--- config.mk ---
export PLATFORM = sky130hd
export DESIGN_NAME = alu_top
export DESIGN_NICKNAME = d
export VERILOG_FILES = /design/src/dsp_pkg.sv /design/src/alu_pkg.sv /design/src/dsp_if.sv /design/src/alu_recip_calc.sv /design/src/alu_top.sv /design/src/alu_trig_calc.sv /design/src/dsp_slice.sv
export SDC_FILE = /design/constraint.sdc
export NUM_CORES = 2
export LEC_CHECK = 0
export ABC_CLOCK_PERIOD_IN_PS = 8550
export CAP_MARGIN = 20
export CORE_MARGIN = 10
export CORE_UTILIZATION = 39
export DETAILED_ROUTE_END_ITERATION = 6
export DONT_BUFFER_PORTS = 1
export GPL_ROUTABILITY_DRIVEN = 0
export PLACE_DENSITY = 0.52
export SLEW_MARGIN = 0
export SYNTH_ARGS = -nofsm -noshare
export SYNTH_HDL_FRONTEND = slang
export SYNTH_SLANG_ARGS = --single-unit
--- constraint.sdc ---
create_clock -name reset -period 8.55 [get_ports reset]
set_clock_uncertainty 0.2 [all_clocks]
set_input_delay 0 -clock reset [delete_from_list [all_inputs] [get_ports reset]]
set_output_delay 0 -clock reset [all_outputs]
set_load 0.05 [all_outputs]
--- src/dsp_pkg.sv ---
/* Widths and opcode layout of the DSP multiply-add slices, with the
   fixed-point helpers that move values into and out of a slice.
   Imported by the slices, the series engines and the ALU top. */
`default_nettype none

package dsp_pkg;

    localparam int dsp_ab_w  = 18;
    localparam int dsp_c_w   = 48;
    localparam int dsp_p_w   = 48;
    localparam int frac_bits = 16;

    // Slice opcode, only the low three bits are decoded
    typedef struct packed {
        logic [4:0] rsvd;
        logic       op_acc;
        logic       op_use_c;
        logic       op_sub;
    } dsp_op_t;

    // Zero product plus previous P, so P keeps its value
    localparam dsp_op_t op_hold = '{rsvd: 5'd0, op_acc: 1'b1, op_use_c: 1'b0, op_sub: 1'b0};

    // Fixed-point value lined up as an addend
    function automatic logic signed [dsp_c_w-1:0] fx_to_c(
        input logic signed [dsp_ab_w-1:0] v
    );
        return dsp_c_w'(v) <<< frac_bits;
    endfunction

    // Truncate a product back to operand format
    function automatic logic signed [dsp_ab_w-1:0] p_to_fx(
        input logic signed [dsp_p_w-1:0] p
    );
        return p[frac_bits +: dsp_ab_w];
    endfunction

endpackage

`default_nettype wire

--- src/alu_pkg.sv ---
/* Operation word of the ALU bus, function codes and the series
   coefficients used by the sin, cos and 1/(1+x) engines. */
`default_nettype none

package alu_pkg;

    // Bit 8 of the operation word
    localparam logic alu_mode_dsp  = 1'b0;
    localparam logic alu_mode_func = 1'b1;

    typedef enum logic [7:0] {
        func_sin          = 8'h00,
        func_cos          = 8'h01,
        func_inv_1_plus_x = 8'h02
    } func_t;

    typedef struct packed {
        logic             mode;
        dsp_pkg::dsp_op_t op;
    } alu_dsp_view_t;

    typedef struct packed {
        logic  mode;
        func_t code;
    } alu_func_view_t;

    // Same 9-bit word, read by mode
    typedef union packed {
        alu_dsp_view_t  dsp;
        alu_func_view_t func;
    } alu_op_u;

    // --------------------
    // Taylor terms, constant term first, 16 fraction bits
    localparam logic signed [dsp_pkg::dsp_ab_w-1:0] cos_coef [4] = '{
        18'sd65536, -18'sd32768, 18'sd2731, -18'sd91
    };
    localparam logic signed [dsp_pkg::dsp_ab_w-1:0] sin_coef [4] = '{
        18'sd65536, -18'sd10923, 18'sd546, -18'sd13
    };

    localparam int recip_terms = 8;
    localparam logic signed [dsp_pkg::dsp_ab_w-1:0] one_fx = 18'sd65536;

endpackage

`default_nettype wire

--- src/dsp_if.sv ---
/* One request to the left and right DSP slices and their results.
   Engines and the top drive the requester side, slices the other. */
`default_nettype none

interface dsp_if;
    import dsp_pkg::*;

    dsp_op_t                     op;
    logic signed [dsp_ab_w-1:0]  a_l;
    logic signed [dsp_ab_w-1:0]  b_l;
    logic signed [dsp_c_w-1:0]   c_l;
    logic signed [dsp_ab_w-1:0]  a_r;
    logic signed [dsp_ab_w-1:0]  b_r;
    logic signed [dsp_c_w-1:0]   c_r;
    logic signed [dsp_p_w-1:0]   p_l;
    logic signed [dsp_p_w-1:0]   p_r;

    modport requester (
        output op, a_l, b_l, c_l, a_r, b_r, c_r,
        input  p_l, p_r
    );

    modport slices (
        input  op, a_l, b_l, c_l, a_r, b_r, c_r,
        output p_l, p_r
    );

endinterface

`default_nettype wire

--- src/alu_recip_calc.sv ---
/* Series engine for 1/(1+x) on both lanes. Repeats h = 1 - x*h on the
   shared slices, starting from h = 1, and pulses done at the end. */
`default_nettype none

module alu_recip_calc (
    input  logic                                reset,
    input  logic                                clk,
    input  logic                                start,
    input  logic signed [dsp_pkg::dsp_ab_w-1:0] xl,
    input  logic signed [dsp_pkg::dsp_ab_w-1:0] xr,
    output logic                                done,
    output logic signed [dsp_pkg::dsp_ab_w-1:0] resl,
    output logic signed [dsp_pkg::dsp_ab_w-1:0] resr,
    dsp_if.requester                            dsp
);
    import dsp_pkg::*;
    import alu_pkg::*;

    logic                       busy;
    logic [1:0]                 phase;
    logic [2:0]                 step;
    logic                       issue;
    logic                       finish;
    logic signed [dsp_ab_w-1:0] xl_q;
    logic signed [dsp_ab_w-1:0] xr_q;

    assign issue  = busy && (phase == 2'd0) && (step < 3'(recip_terms - 1));
    assign finish = busy && (phase == 2'd0) && (step == 3'(recip_terms - 1));

    always_ff @(posedge reset or posedge clk) begin
        if (clk) begin
            busy  <= 1'b0;
            phase <= 2'd0;
            step  <= 3'd0;
            done  <= 1'b0;
        end else begin
            done <= 1'b0;
            if (start) begin
                busy  <= 1'b1;
                phase <= 2'd0;
                step  <= 3'd0;
            end else if (finish) begin
                busy <= 1'b0;
                done <= 1'b1;
            end else if (busy) begin
                phase <= (phase == 2'd2) ? 2'd0 : phase + 2'd1;
                if (phase == 2'd2) begin
                    step <= step + 3'd1;
                end
            end
        end
    end

    always_ff @(posedge reset) begin
        if (start) begin
            xl_q <= xl;
            xr_q <= xr;
        end
        if (finish) begin
            resl <= p_to_fx(dsp.p_l);
            resr <= p_to_fx(dsp.p_r);
        end
    end

    // First step starts from one, later ones from the last P
    always_comb begin
        dsp.op  = op_hold;
        dsp.a_l = '0;
        dsp.b_l = '0;
        dsp.c_l = '0;
        dsp.a_r = '0;
        dsp.b_r = '0;
        dsp.c_r = '0;
        if (issue) begin
            dsp.op          = '0;
            dsp.op.op_sub   = 1'b1;
            dsp.op.op_use_c = 1'b1;
            dsp.a_l = xl_q;
            dsp.a_r = xr_q;
            dsp.b_l = (step == 3'd0) ? one_fx : p_to_fx(dsp.p_l);
            dsp.b_r = (step == 3'd0) ? one_fx : p_to_fx(dsp.p_r);
            dsp.c_l = fx_to_c(one_fx);
            dsp.c_r = fx_to_c(one_fx);
        end
    end

endmodule

`default_nettype wire

--- src/alu_top.sv ---
/* ALU bus slave. Decodes the operation word, passes DSP-mode requests
   straight to the two slices with a three-stage ack, and lends the
   slices to the sin/cos or 1/(1+x) engine during a function cycle. */
`default_nettype none

module alu_top (
    input  logic        reset,
    input  logic        clk,
    input  logic        alu_strobe,
    input  logic        alu_cycle,
    input  logic [8:0]  alu_op,
    input  logic [17:0] alu_al,
    input  logic [17:0] alu_bl,
    input  logic [17:0] alu_ar,
    input  logic [17:0] alu_br,
    input  logic [47:0] alu_cl,
    input  logic [47:0] alu_cr,
    output logic [47:0] alu_pl,
    output logic [47:0] alu_pr,
    output logic        alu_ack,
    output logic        alu_stall
);
    import dsp_pkg::*;
    import alu_pkg::*;

    alu_op_u                    op_w;
    logic                       dsp_mode;
    logic                       func_mode;
    logic                       trig_sel;
    logic                       recip_sel;
    logic [2:0]                 ack_q;
    logic                       trig_done;
    logic                       recip_done;
    logic signed [dsp_ab_w-1:0] trig_resl;
    logic signed [dsp_ab_w-1:0] trig_resr;
    logic signed [dsp_ab_w-1:0] recip_resl;
    logic signed [dsp_ab_w-1:0] recip_resr;

    dsp_if trig_dsp ();
    dsp_if recip_dsp ();
    dsp_if slice_dsp ();

    assign op_w      = alu_op;
    assign dsp_mode  = alu_cycle && (op_w.dsp.mode == alu_mode_dsp);
    assign func_mode = alu_cycle && (op_w.func.mode == alu_mode_func);
    assign trig_sel  = func_mode && (op_w.func.code == func_sin || op_w.func.code == func_cos);
    assign recip_sel = func_mode && (op_w.func.code == func_inv_1_plus_x);

    // Ack lines up with P of the slices
    always_ff @(posedge reset or posedge clk) begin
        if (clk) begin
            ack_q <= 3'b000;
        end else begin
            ack_q <= {ack_q[1:0], dsp_mode && alu_strobe};
        end
    end

    // --------------------
    // Slice sharing, idle cycles hold P
    always_comb begin
        slice_dsp.op  = op_hold;
        slice_dsp.a_l = '0;
        slice_dsp.b_l = '0;
        slice_dsp.c_l = '0;
        slice_dsp.a_r = '0;
        slice_dsp.b_r = '0;
        slice_dsp.c_r = '0;
        if (dsp_mode && alu_strobe) begin
            slice_dsp.op  = op_w.dsp.op;
            slice_dsp.a_l = alu_al;
            slice_dsp.b_l = alu_bl;
            slice_dsp.c_l = alu_cl;
            slice_dsp.a_r = alu_ar;
            slice_dsp.b_r = alu_br;
            slice_dsp.c_r = alu_cr;
        end else if (trig_sel) begin
            slice_dsp.op  = trig_dsp.op;
            slice_dsp.a_l = trig_dsp.a_l;
            slice_dsp.b_l = trig_dsp.b_l;
            slice_dsp.c_l = trig_dsp.c_l;
            slice_dsp.a_r = trig_dsp.a_r;
            slice_dsp.b_r = trig_dsp.b_r;
            slice_dsp.c_r = trig_dsp.c_r;
        end else if (recip_sel) begin
            slice_dsp.op  = recip_dsp.op;
            slice_dsp.a_l = recip_dsp.a_l;
            slice_dsp.b_l = recip_dsp.b_l;
            slice_dsp.c_l = recip_dsp.c_l;
            slice_dsp.a_r = recip_dsp.a_r;
            slice_dsp.b_r = recip_dsp.b_r;
            slice_dsp.c_r = recip_dsp.c_r;
        end
    end

    assign trig_dsp.p_l  = slice_dsp.p_l;
    assign trig_dsp.p_r  = slice_dsp.p_r;
    assign recip_dsp.p_l = slice_dsp.p_l;
    assign recip_dsp.p_r = slice_dsp.p_r;

    // Bus responses
    always_comb begin
        alu_ack   = 1'b0;
        alu_stall = 1'b0;
        alu_pl    = '0;
        alu_pr    = '0;
        if (dsp_mode) begin
            alu_ack = ack_q[2];
            alu_pl  = slice_dsp.p_l;
            alu_pr  = slice_dsp.p_r;
        end else if (trig_sel) begin
            alu_ack   = trig_done;
            alu_stall = !trig_done;
            alu_pl    = 48'(trig_resl);
            alu_pr    = 48'(trig_resr);
        end else if (recip_sel) begin
            alu_ack   = recip_done;
            alu_stall = !recip_done;
            alu_pl    = 48'(recip_resl);
            alu_pr    = 48'(recip_resr);
        end
    end

    // --------------------
    alu_trig_calc trig_calc (
        .reset    (reset),
        .clk      (clk),
        .start    (trig_sel && alu_strobe),
        .func_sel (op_w.func.code),
        .xl       (alu_al),
        .xr       (alu_ar),
        .done     (trig_done),
        .resl     (trig_resl),
        .resr     (trig_resr),
        .dsp      (trig_dsp)
    );

    alu_recip_calc recip_calc (
        .reset (reset),
        .clk   (clk),
        .start (recip_sel && alu_strobe),
        .xl    (alu_al),
        .xr    (alu_ar),
        .done  (recip_done),
        .resl  (recip_resl),
        .resr  (recip_resr),
        .dsp   (recip_dsp)
    );

    dsp_slice slice_l (
        .reset (reset),
        .clk   (clk),
        .op    (slice_dsp.op),
        .a     (slice_dsp.a_l),
        .b     (slice_dsp.b_l),
        .c     (slice_dsp.c_l),
        .p     (slice_dsp.p_l)
    );

    dsp_slice slice_r (
        .reset (reset),
        .clk   (clk),
        .op    (slice_dsp.op),
        .a     (slice_dsp.a_r),
        .b     (slice_dsp.b_r),
        .c     (slice_dsp.c_r),
        .p     (slice_dsp.p_r)
    );

endmodule

`default_nettype wire

--- src/alu_trig_calc.sv ---
/* Series engine for sin and cos on both lanes. Squares x, runs the
   Horner steps on the shared slices and, for sin, multiplies by x. */
`default_nettype none

module alu_trig_calc (
    input  logic                                reset,
    input  logic                                clk,
    input  logic                                start,
    input  alu_pkg::func_t                      func_sel,
    input  logic signed [dsp_pkg::dsp_ab_w-1:0] xl,
    input  logic signed [dsp_pkg::dsp_ab_w-1:0] xr,
    output logic                                done,
    output logic signed [dsp_pkg::dsp_ab_w-1:0] resl,
    output logic signed [dsp_pkg::dsp_ab_w-1:0] resr,
    dsp_if.requester                            dsp
);
    import dsp_pkg::*;
    import alu_pkg::*;

    logic                       busy;
    logic [1:0]                 phase;
    logic [2:0]                 step;
    logic [2:0]                 last_step;
    logic                       issue;
    logic                       finish;
    func_t                      func_q;
    logic signed [dsp_ab_w-1:0] xl_q;
    logic signed [dsp_ab_w-1:0] xr_q;
    logic signed [dsp_ab_w-1:0] sl_q;
    logic signed [dsp_ab_w-1:0] sr_q;
    logic signed [dsp_ab_w-1:0] hl;
    logic signed [dsp_ab_w-1:0] hr;
    logic signed [dsp_ab_w-1:0] coef_top;
    logic signed [dsp_ab_w-1:0] coef_k;
    logic [1:0]                 cidx;

    // Result of the step that just left the slices
    assign hl = p_to_fx(dsp.p_l);
    assign hr = p_to_fx(dsp.p_r);

    // Step 0 squares, 1..3 Horner, 4 is the sin multiply
    assign last_step = (func_q == func_sin) ? 3'd4 : 3'd3;
    assign issue     = busy && (phase == 2'd0) && (step <= last_step);
    assign finish    = busy && (phase == 2'd0) && (step > last_step);

    always_ff @(posedge reset or posedge clk) begin
        if (clk) begin
            busy  <= 1'b0;
            phase <= 2'd0;
            step  <= 3'd0;
            done  <= 1'b0;
        end else begin
            done <= 1'b0;
            if (start) begin
                busy  <= 1'b1;
                phase <= 2'd0;
                step  <= 3'd0;
            end else if (finish) begin
                busy <= 1'b0;
                done <= 1'b1;
            end else if (busy) begin
                if (phase == 2'd2) begin
                    phase <= 2'd0;
                    step  <= step + 3'd1;
                end else begin
                    phase <= phase + 2'd1;
                end
            end
        end
    end

    always_ff @(posedge reset) begin
        if (start) begin
            func_q <= func_sel;
            xl_q   <= xl;
            xr_q   <= xr;
        end
        if (issue && step == 3'd1) begin
            sl_q <= hl;
            sr_q <= hr;
        end
        if (finish) begin
            resl <= hl;
            resr <= hr;
        end
    end

    // --------------------
    // Slice request
    always_comb begin
        cidx     = 2'(3'd3 - step);
        coef_top = (func_q == func_sin) ? sin_coef[3] : cos_coef[3];
        coef_k   = (func_q == func_sin) ? sin_coef[cidx] : cos_coef[cidx];

        dsp.op  = op_hold;
        dsp.a_l = '0;
        dsp.b_l = '0;
        dsp.c_l = '0;
        dsp.a_r = '0;
        dsp.b_r = '0;
        dsp.c_r = '0;
        if (issue) begin
            dsp.op = '0;
            case (step)
                3'd0: begin
                    dsp.a_l = xl_q;
                    dsp.b_l = xl_q;
                    dsp.a_r = xr_q;
                    dsp.b_r = xr_q;
                end
                3'd1, 3'd2, 3'd3: begin
                    dsp.op.op_use_c = 1'b1;
                    dsp.a_l = (step == 3'd1) ? hl : sl_q;
                    dsp.a_r = (step == 3'd1) ? hr : sr_q;
                    dsp.b_l = (step == 3'd1) ? coef_top : hl;
                    dsp.b_r = (step == 3'd1) ? coef_top : hr;
                    dsp.c_l = fx_to_c(coef_k);
                    dsp.c_r = fx_to_c(coef_k);
                end
                default: begin
                    dsp.a_l = xl_q;
                    dsp.b_l = hl;
                    dsp.a_r = xr_q;
                    dsp.b_r = hr;
                end
            endcase
        end
    end

endmodule

`default_nettype wire

--- src/dsp_slice.sv ---
/* Pipelined signed multiply-add for one lane. Takes a request every
   cycle and presents P three cycles later, op bits travel with the data. */
`default_nettype none

module dsp_slice (
    input  logic                                reset,
    input  logic                                clk,
    input  dsp_pkg::dsp_op_t                    op,
    input  logic signed [dsp_pkg::dsp_ab_w-1:0] a,
    input  logic signed [dsp_pkg::dsp_ab_w-1:0] b,
    input  logic signed [dsp_pkg::dsp_c_w-1:0]  c,
    output logic signed [dsp_pkg::dsp_p_w-1:0]  p
);
    import dsp_pkg::*;

    dsp_op_t                       op_s1;
    dsp_op_t                       op_s2;
    logic signed [dsp_ab_w-1:0]    a_s1;
    logic signed [dsp_ab_w-1:0]    b_s1;
    logic signed [dsp_c_w-1:0]     c_s1;
    logic signed [2*dsp_ab_w-1:0]  m_s2;
    logic signed [dsp_c_w-1:0]     c_s2;
    logic signed [dsp_p_w-1:0]     prod;
    logic signed [dsp_p_w-1:0]     addend;

    // Opcode pipeline and P register
    always_ff @(posedge reset or posedge clk) begin
        if (clk) begin
            op_s1 <= '0;
            op_s2 <= '0;
            p     <= '0;
        end else begin
            op_s1 <= op;
            op_s2 <= op_s1;
            p     <= op_s2.op_sub ? addend - prod : addend + prod;
        end
    end

    // Operand and product registers
    always_ff @(posedge reset) begin
        a_s1 <= a;
        b_s1 <= b;
        c_s1 <= c;
        m_s2 <= a_s1 * b_s1;
        c_s2 <= c_s1;
    end

    always_comb begin
        prod   = dsp_p_w'(m_s2);
        addend = op_s2.op_use_c ? c_s2 : '0;
        // accumulate onto the value P holds now
        if (op_s2.op_acc) begin
            addend = addend + p;
        end
    end

endmodule

`default_nettype wire

**Word level (Yosys, flattened, before mapping)**

Index checks and enable logic that the tools add are counted.

- Register bits after elaboration: 643
- Bits of input ports: 181
- Output and inout port bits: 98
- Word-level logic and storage cells: 195

- Add/subtract/negate cells: 11
- Multipliers: 2
- Order comparisons: 4
- Eq/ne operators: 10
- Muxes and demuxes: 94
- Bitwise operators: 2
- Reduce and logical (&&, ||, !) cells: 34

Operators by type and width:

| cell | number |
|---|---|
| $mux W48 | 18 |
| $mux W18 | 33 |
| $add A48 B36 Y48 | 2 |
| $add A48 B48 Y48 | 2 |
| $sub A48 B36 Y48 | 2 |
| $bmux W18 S2 | 2 |
| $mul A18 B18 Y36 | 2 |
| $pmux W18 S2 | 2 |
| $mux W3 | 14 |
| $mux W33 | 1 |
| $logic_not A8 Y1 | 2 |
| $mux W2 | 8 |
| $mux W1 | 15 |
| $logic_and A1 B1 Y1 | 14 |
| $reduce_bool A2 Y1 | 6 |
| $eq A8 B1 Y1 const B | 1 |
| $eq A8 B2 Y1 const B | 1 |
| $mux W7 | 1 |
| $add A3 B1 Y3 const B | 2 |
| $eq A3 B2 Y1 const B | 2 |
| $logic_not A3 Y1 | 2 |
| $reduce_and A3 Y1 | 2 |
| $add A2 B1 Y2 const B | 2 |
| $eq A2 B2 Y1 const B | 2 |
| 15 further kinds | 19 |

**Longest topological paths before layout**

- Word-level depth: 10
- Depth in mapped cells: 28
- Gate-level depth less buffers: 25

**By module**

Synthesis repeated with hierarchy kept, for this count alone.

- Cells, all modules: 6444
- Area, all modules: 61546.5 µm²

By module, submodules not included:

| module | times used | cells an instance | area each (µm²) | sequential area each (µm²) |
|---|---|---|---|---|
| dsp_slice (slice_l) | 1 | 2496 | 23403.7 | 4714.5 |
| dsp_slice (slice_r) | 1 | 2454 | 23137.2 | 4714.5 |
| alu_trig_calc | 1 | 478 | 6050.8 | 3658.5 |
| alu_top | 1 | 670 | 4664.5 | 75.1 |
| alu_recip_calc | 1 | 346 | 4290.4 | 2337.2 |

**Worst setup path before layout**

No wires, ideal clock.

- Kind: flip-flop to flip-flop
- From: reg slice_r.a_s1[17]
- To: reg slice_r.m_s2[35]
- Library setup time: 72 ps
- Arrival: 6176 ps
- Data required time: 8278 ps
- Slack: 2102 ps
- Cell stages (with the launch flop): 26
- Buffers on the path: 2
- Period minus slack after synthesis: 6448 ps
- Path through: dfxtp_1 clkbuf_1 clkbuf_1 nand2_1 fa_1 inv_1 fa_1 inv_1 fa_1 inv_1 fa_1 fa_1 inv_1 fa_1 inv_1 ha_1 a21o_1 a21o_1 a21oi_1 nor2b_1 a41oi_1 a31oi_1 o41ai_1 o21ai_0 a21oi_1 xnor2_1

- Word-level cells in the longest chain between the ends: 1

RTL lines:

| element | line | text |
|---|---|---|
| start, declared | dsp_slice.sv:18 | `logic signed [dsp_ab_w-1:0] a_s1;` |
| start signal, assigned | dsp_slice.sv:41 | `a_s1 <= a;` |
| $mul A18 B18 Y36 | dsp_slice.sv:44 | `m_s2 <= a_s1 * b_s1;` |
| end signal, assigned | dsp_slice.sv:44 |  |
| end, declared | dsp_slice.sv:21 | `logic signed [2*dsp_ab_w-1:0] m_s2;` |

Every way passes these cells.
A chain may end at the register's enable or synchronous reset.

**Final worst setup path**

- From: reg slice_r.b_s1[3]
- To: reg slice_r.m_s2[35]

- Word-level cells in the longest chain between the ends: 1

RTL lines:

| element | line | text |
|---|---|---|
| start, declared | dsp_slice.sv:19 | `logic signed [dsp_ab_w-1:0] b_s1;` |
| start signal, assigned | dsp_slice.sv:42 | `b_s1 <= b;` |
| $mul A18 B18 Y36 | dsp_slice.sv:44 |  |

Every way passes these cells.

==> impl_metrics.toml <==
[outcome]
status = "complete, but fails checks"
violations = "design-rule violations"

[min_path]
min_path_cells = 2
hp-class = "in2out"

[floorplan]
rows = 140
io_pins = 279
initial_core_util = 0.393
fp.dieArea_sq_um = 162000
die_y_microns = 403
die_w_microns = 403
core_area_sq_um = 146000

[detailed_routing]
drt-total-wl_microns = 183000
wire_per_inst_microns = 22.4
drc = 7
ant_nets = 0
drtIter0Drc = 3497
vias = 43460
dr.pass1.iters = 7
vias_per_cell = 5.32

[job]
cap_viol_max_count = 0

[layout]
syn2layout_area_growth_pct = 14.4
mostFrequentLayoutCell = "inv_1"
finalInstanceArea_sq_um = 65400
drive_gt1_frac = 0.0484
fin_nets = 7407
final_core_util = 0.449
nFillCells = 14081
final_cell_mix = "inv_1, fa_1, nand2_1"

[logic_synthesis]
netlist_instances = 5960
synth-seq-cells = 643
synthTopCellsByArea = "fa_1, dfxtp_1, edfxtp_1"
ys_warn_count = 0
synth_area_sq_um = 57200
synth_top_area_share = 0.232
synth_cell_type_count = 100
synthArstFlopShare = 0.185
synth-edff-count = 188
synth_area_per_cell_sq_um = 9.60
synth_ff_type = "dfxtp_1"
synth_nets = 7192
ys_seq_area_frac = 0.268
yosys.area.top_type = "fa_1"

[power_and_ir_drop]
sw_frac_of_total = 0.413
p_leak_nw = 31.5
seq_power_share = 0.320
p_int_w = 0.00801
switchingPower_w = 0.00563
pwr-share-clk = 0.267
pwr-share-comb = 0.413
p_per_area_nw_per_um2 = 208
irDropWorstVdd_mv = 0.151

[sta]
hold_violations = 0
maxSlewViolCount = 0
tightest_slew_ns = 1.25
rsz0062_at_grt = "no"
fmax_mhz = 139
setup_viol = 0
finalSetupTns_ns = 0
slew_headroom = 0.164
layout_setup_ws_ns = 1.35
layout_min_cycle_time_ns = 7.20
hold-worst-slack_ns = 0.0542
post-route-period-util = 0.842

[clocking]
path_clk_slew_ns = 0.06
cts_buffers = 79
hold_buffers = 351
h-tree-depth = 3
clk_latency_ns = 0.69
cts_tree = "built"
cts_root_buffer = "clkbuf_16"
post-cts-setup-buffer-count = 0
cts_buffer_depth = 3
cts.repair.resized = 0
cts_num_sinks = 643

[placement]
dp_hpwl_microns = 144000
numPortBuffers = 0
dpl_cell_area_sq_um = 59100
post-place-ws_ns = 1.33

[setup_path]
endpoint_kind = "flip-flop"
crit_path_max_fanout = 18
cp.required_ns = 8.93
crit_path_start_kind = "flip-flop"
worstPathArrival_ns = 7.58
reg2regPathDepth = 23
worstSetupPathType = "reg2reg"

[global_routing]
grt_pass1_vias = 45397
overflow = 0
grt_max_degree = 88
track_usage = 0.224
grt_first_pass_wirelength_microns = 282000
antenna_found_initial = 16
==> cell type report <==
class	count	area (sq um)	share of cell area
multi-input cells	4196	37700	0.577
flip-flops and latches	643	15400	0.235
repair buffers	390	3840	0.0587
inverters	865	3250	0.0497
well taps	1917	2400	0.0366
clock buffers	109	2390	0.0366
clock inverters	38	443	0.00677
diodes	6	15.0	0.000229
==> metal layers <==
metal / routed length, microns / vias up / GRT usage / share of wire
li1: - / 20202 / - / -
met1: 78800 / 21834 / 0.292 / 0.43
met2: 89100 / 1194 / 0.386 / 0.49
met4: 4740 / 14 / 0.0564 / 0.026
met3: 10400 / 216 / 0.0362 / 0.057
met5: 93 / - / 0 / 0.00051
==> cells by family (layout without fill, tap and decap cells) <==
family          count (synthesis)  after routing  share of synthesized area
flops                         643            643                      0.268
other cells                     0              6                          0
fa+ha+maj                    1051           1051                      0.317
mux                            82             82                     0.0159
compound gates               1163           1163                      0.140
simple gates                 1601           1601                      0.140
xor+xnor                      299            299                     0.0458
buf+inv                      1121           1402                     0.0736
==> final timing paths <==
kind / from / endpoint / slack, ns
worst min register to register: slice_l.c_s1[15]$_SDFF_PN0_ / slice_l.c_s2[15]$_DFF_P_ / 0.11
worst min-delay path: alu_op[1] / alu_stall / 0.05
min in group asynchronous: clk / slice_r.p[44]$_DFF_PP0_ / 0.23
worst max register to register: slice_r.b_s1[3]$_DFF_P_ / slice_r.m_s2[35]$_DFF_P_ / 1.35
worst max-delay path: slice_r.b_s1[3]$_DFF_P_ / slice_r.m_s2[35]$_DFF_P_ / 1.35
max in group asynchronous: clk / slice_r.op_s2[0]$_DFF_PP0_ / 7.04
==> through the flow <==
step                power, W  instances
CTS                   0.0137       8158
global route          0.0144       8158
detailed placement   0.00984       7660
global placement     0.00983       7658
finish                0.0136       8164
floorplan            0.00818       5960
==> cells in the mapped netlist (43+ instances only) <==
cell type	instances
nand3_1	55
o21ai_0	151
inv_1	863
and2_1	420
nand2_1	455
o21a_1	50
mux2_2	62
edfxtp_1	188
dfxtp_1	336
clkbuf_1	237
o21bai_1	44
a222oi_1	56
ha_1	389
fa_1	662
a21oi_1	296
a21o_1	271
xnor2_1	220
nand2b_1	43
xor2_1	79
nor2_1	341
nor3_1	67
dfrtp_1	119
and3_1	47
==> worst max-delay path: stages (launching register included) <==
cell	delay, ns
dfxtp_1	0.80
nand2_1	0.27
fa_1	0.59
inv_1	0.14
fa_1	0.51
inv_1	0.05
fa_1	0.49
inv_1	0.05
fa_1	0.50
fa_1	0.49
inv_1	0.05
fa_1	0.47
inv_1	0.04
ha_1	0.33
a21o_1	0.17
a21o_1	0.17
a21oi_1	0.16
nor2b_1	0.06
a41oi_1	0.23
a31oi_1	0.18
o41ai_1	0.59
o21ai_0	0.20
a21oi_1	0.21
xnor2_1	0.13
==> sequential cells by signal, indices dropped and copies added, names as in the netlist, 36 cells and up <==
register / flops
slice_l.c_s1: 48
slice_r.m_s2: 36
slice_r.p: 48
slice_r.c_s1: 48
slice_l.c_s2: 48
slice_r.c_s2: 48
slice_l.p: 48
slice_l.m_s2: 36
==> power by group through the flow <==
stage	clock network, W	registers [W]	logic (W)
after floorplan	0	0.00390	0.00428
after global placement	0	0.00441	0.00542
after detailed placement	0	0.00442	0.00543
after CTS	0.00372	0.00435	0.00560
after global routing	0.00384	0.00438	0.00622
final	0.00365	0.00436	0.00563
Note: power is estimated with default switching activity, not from simulation.
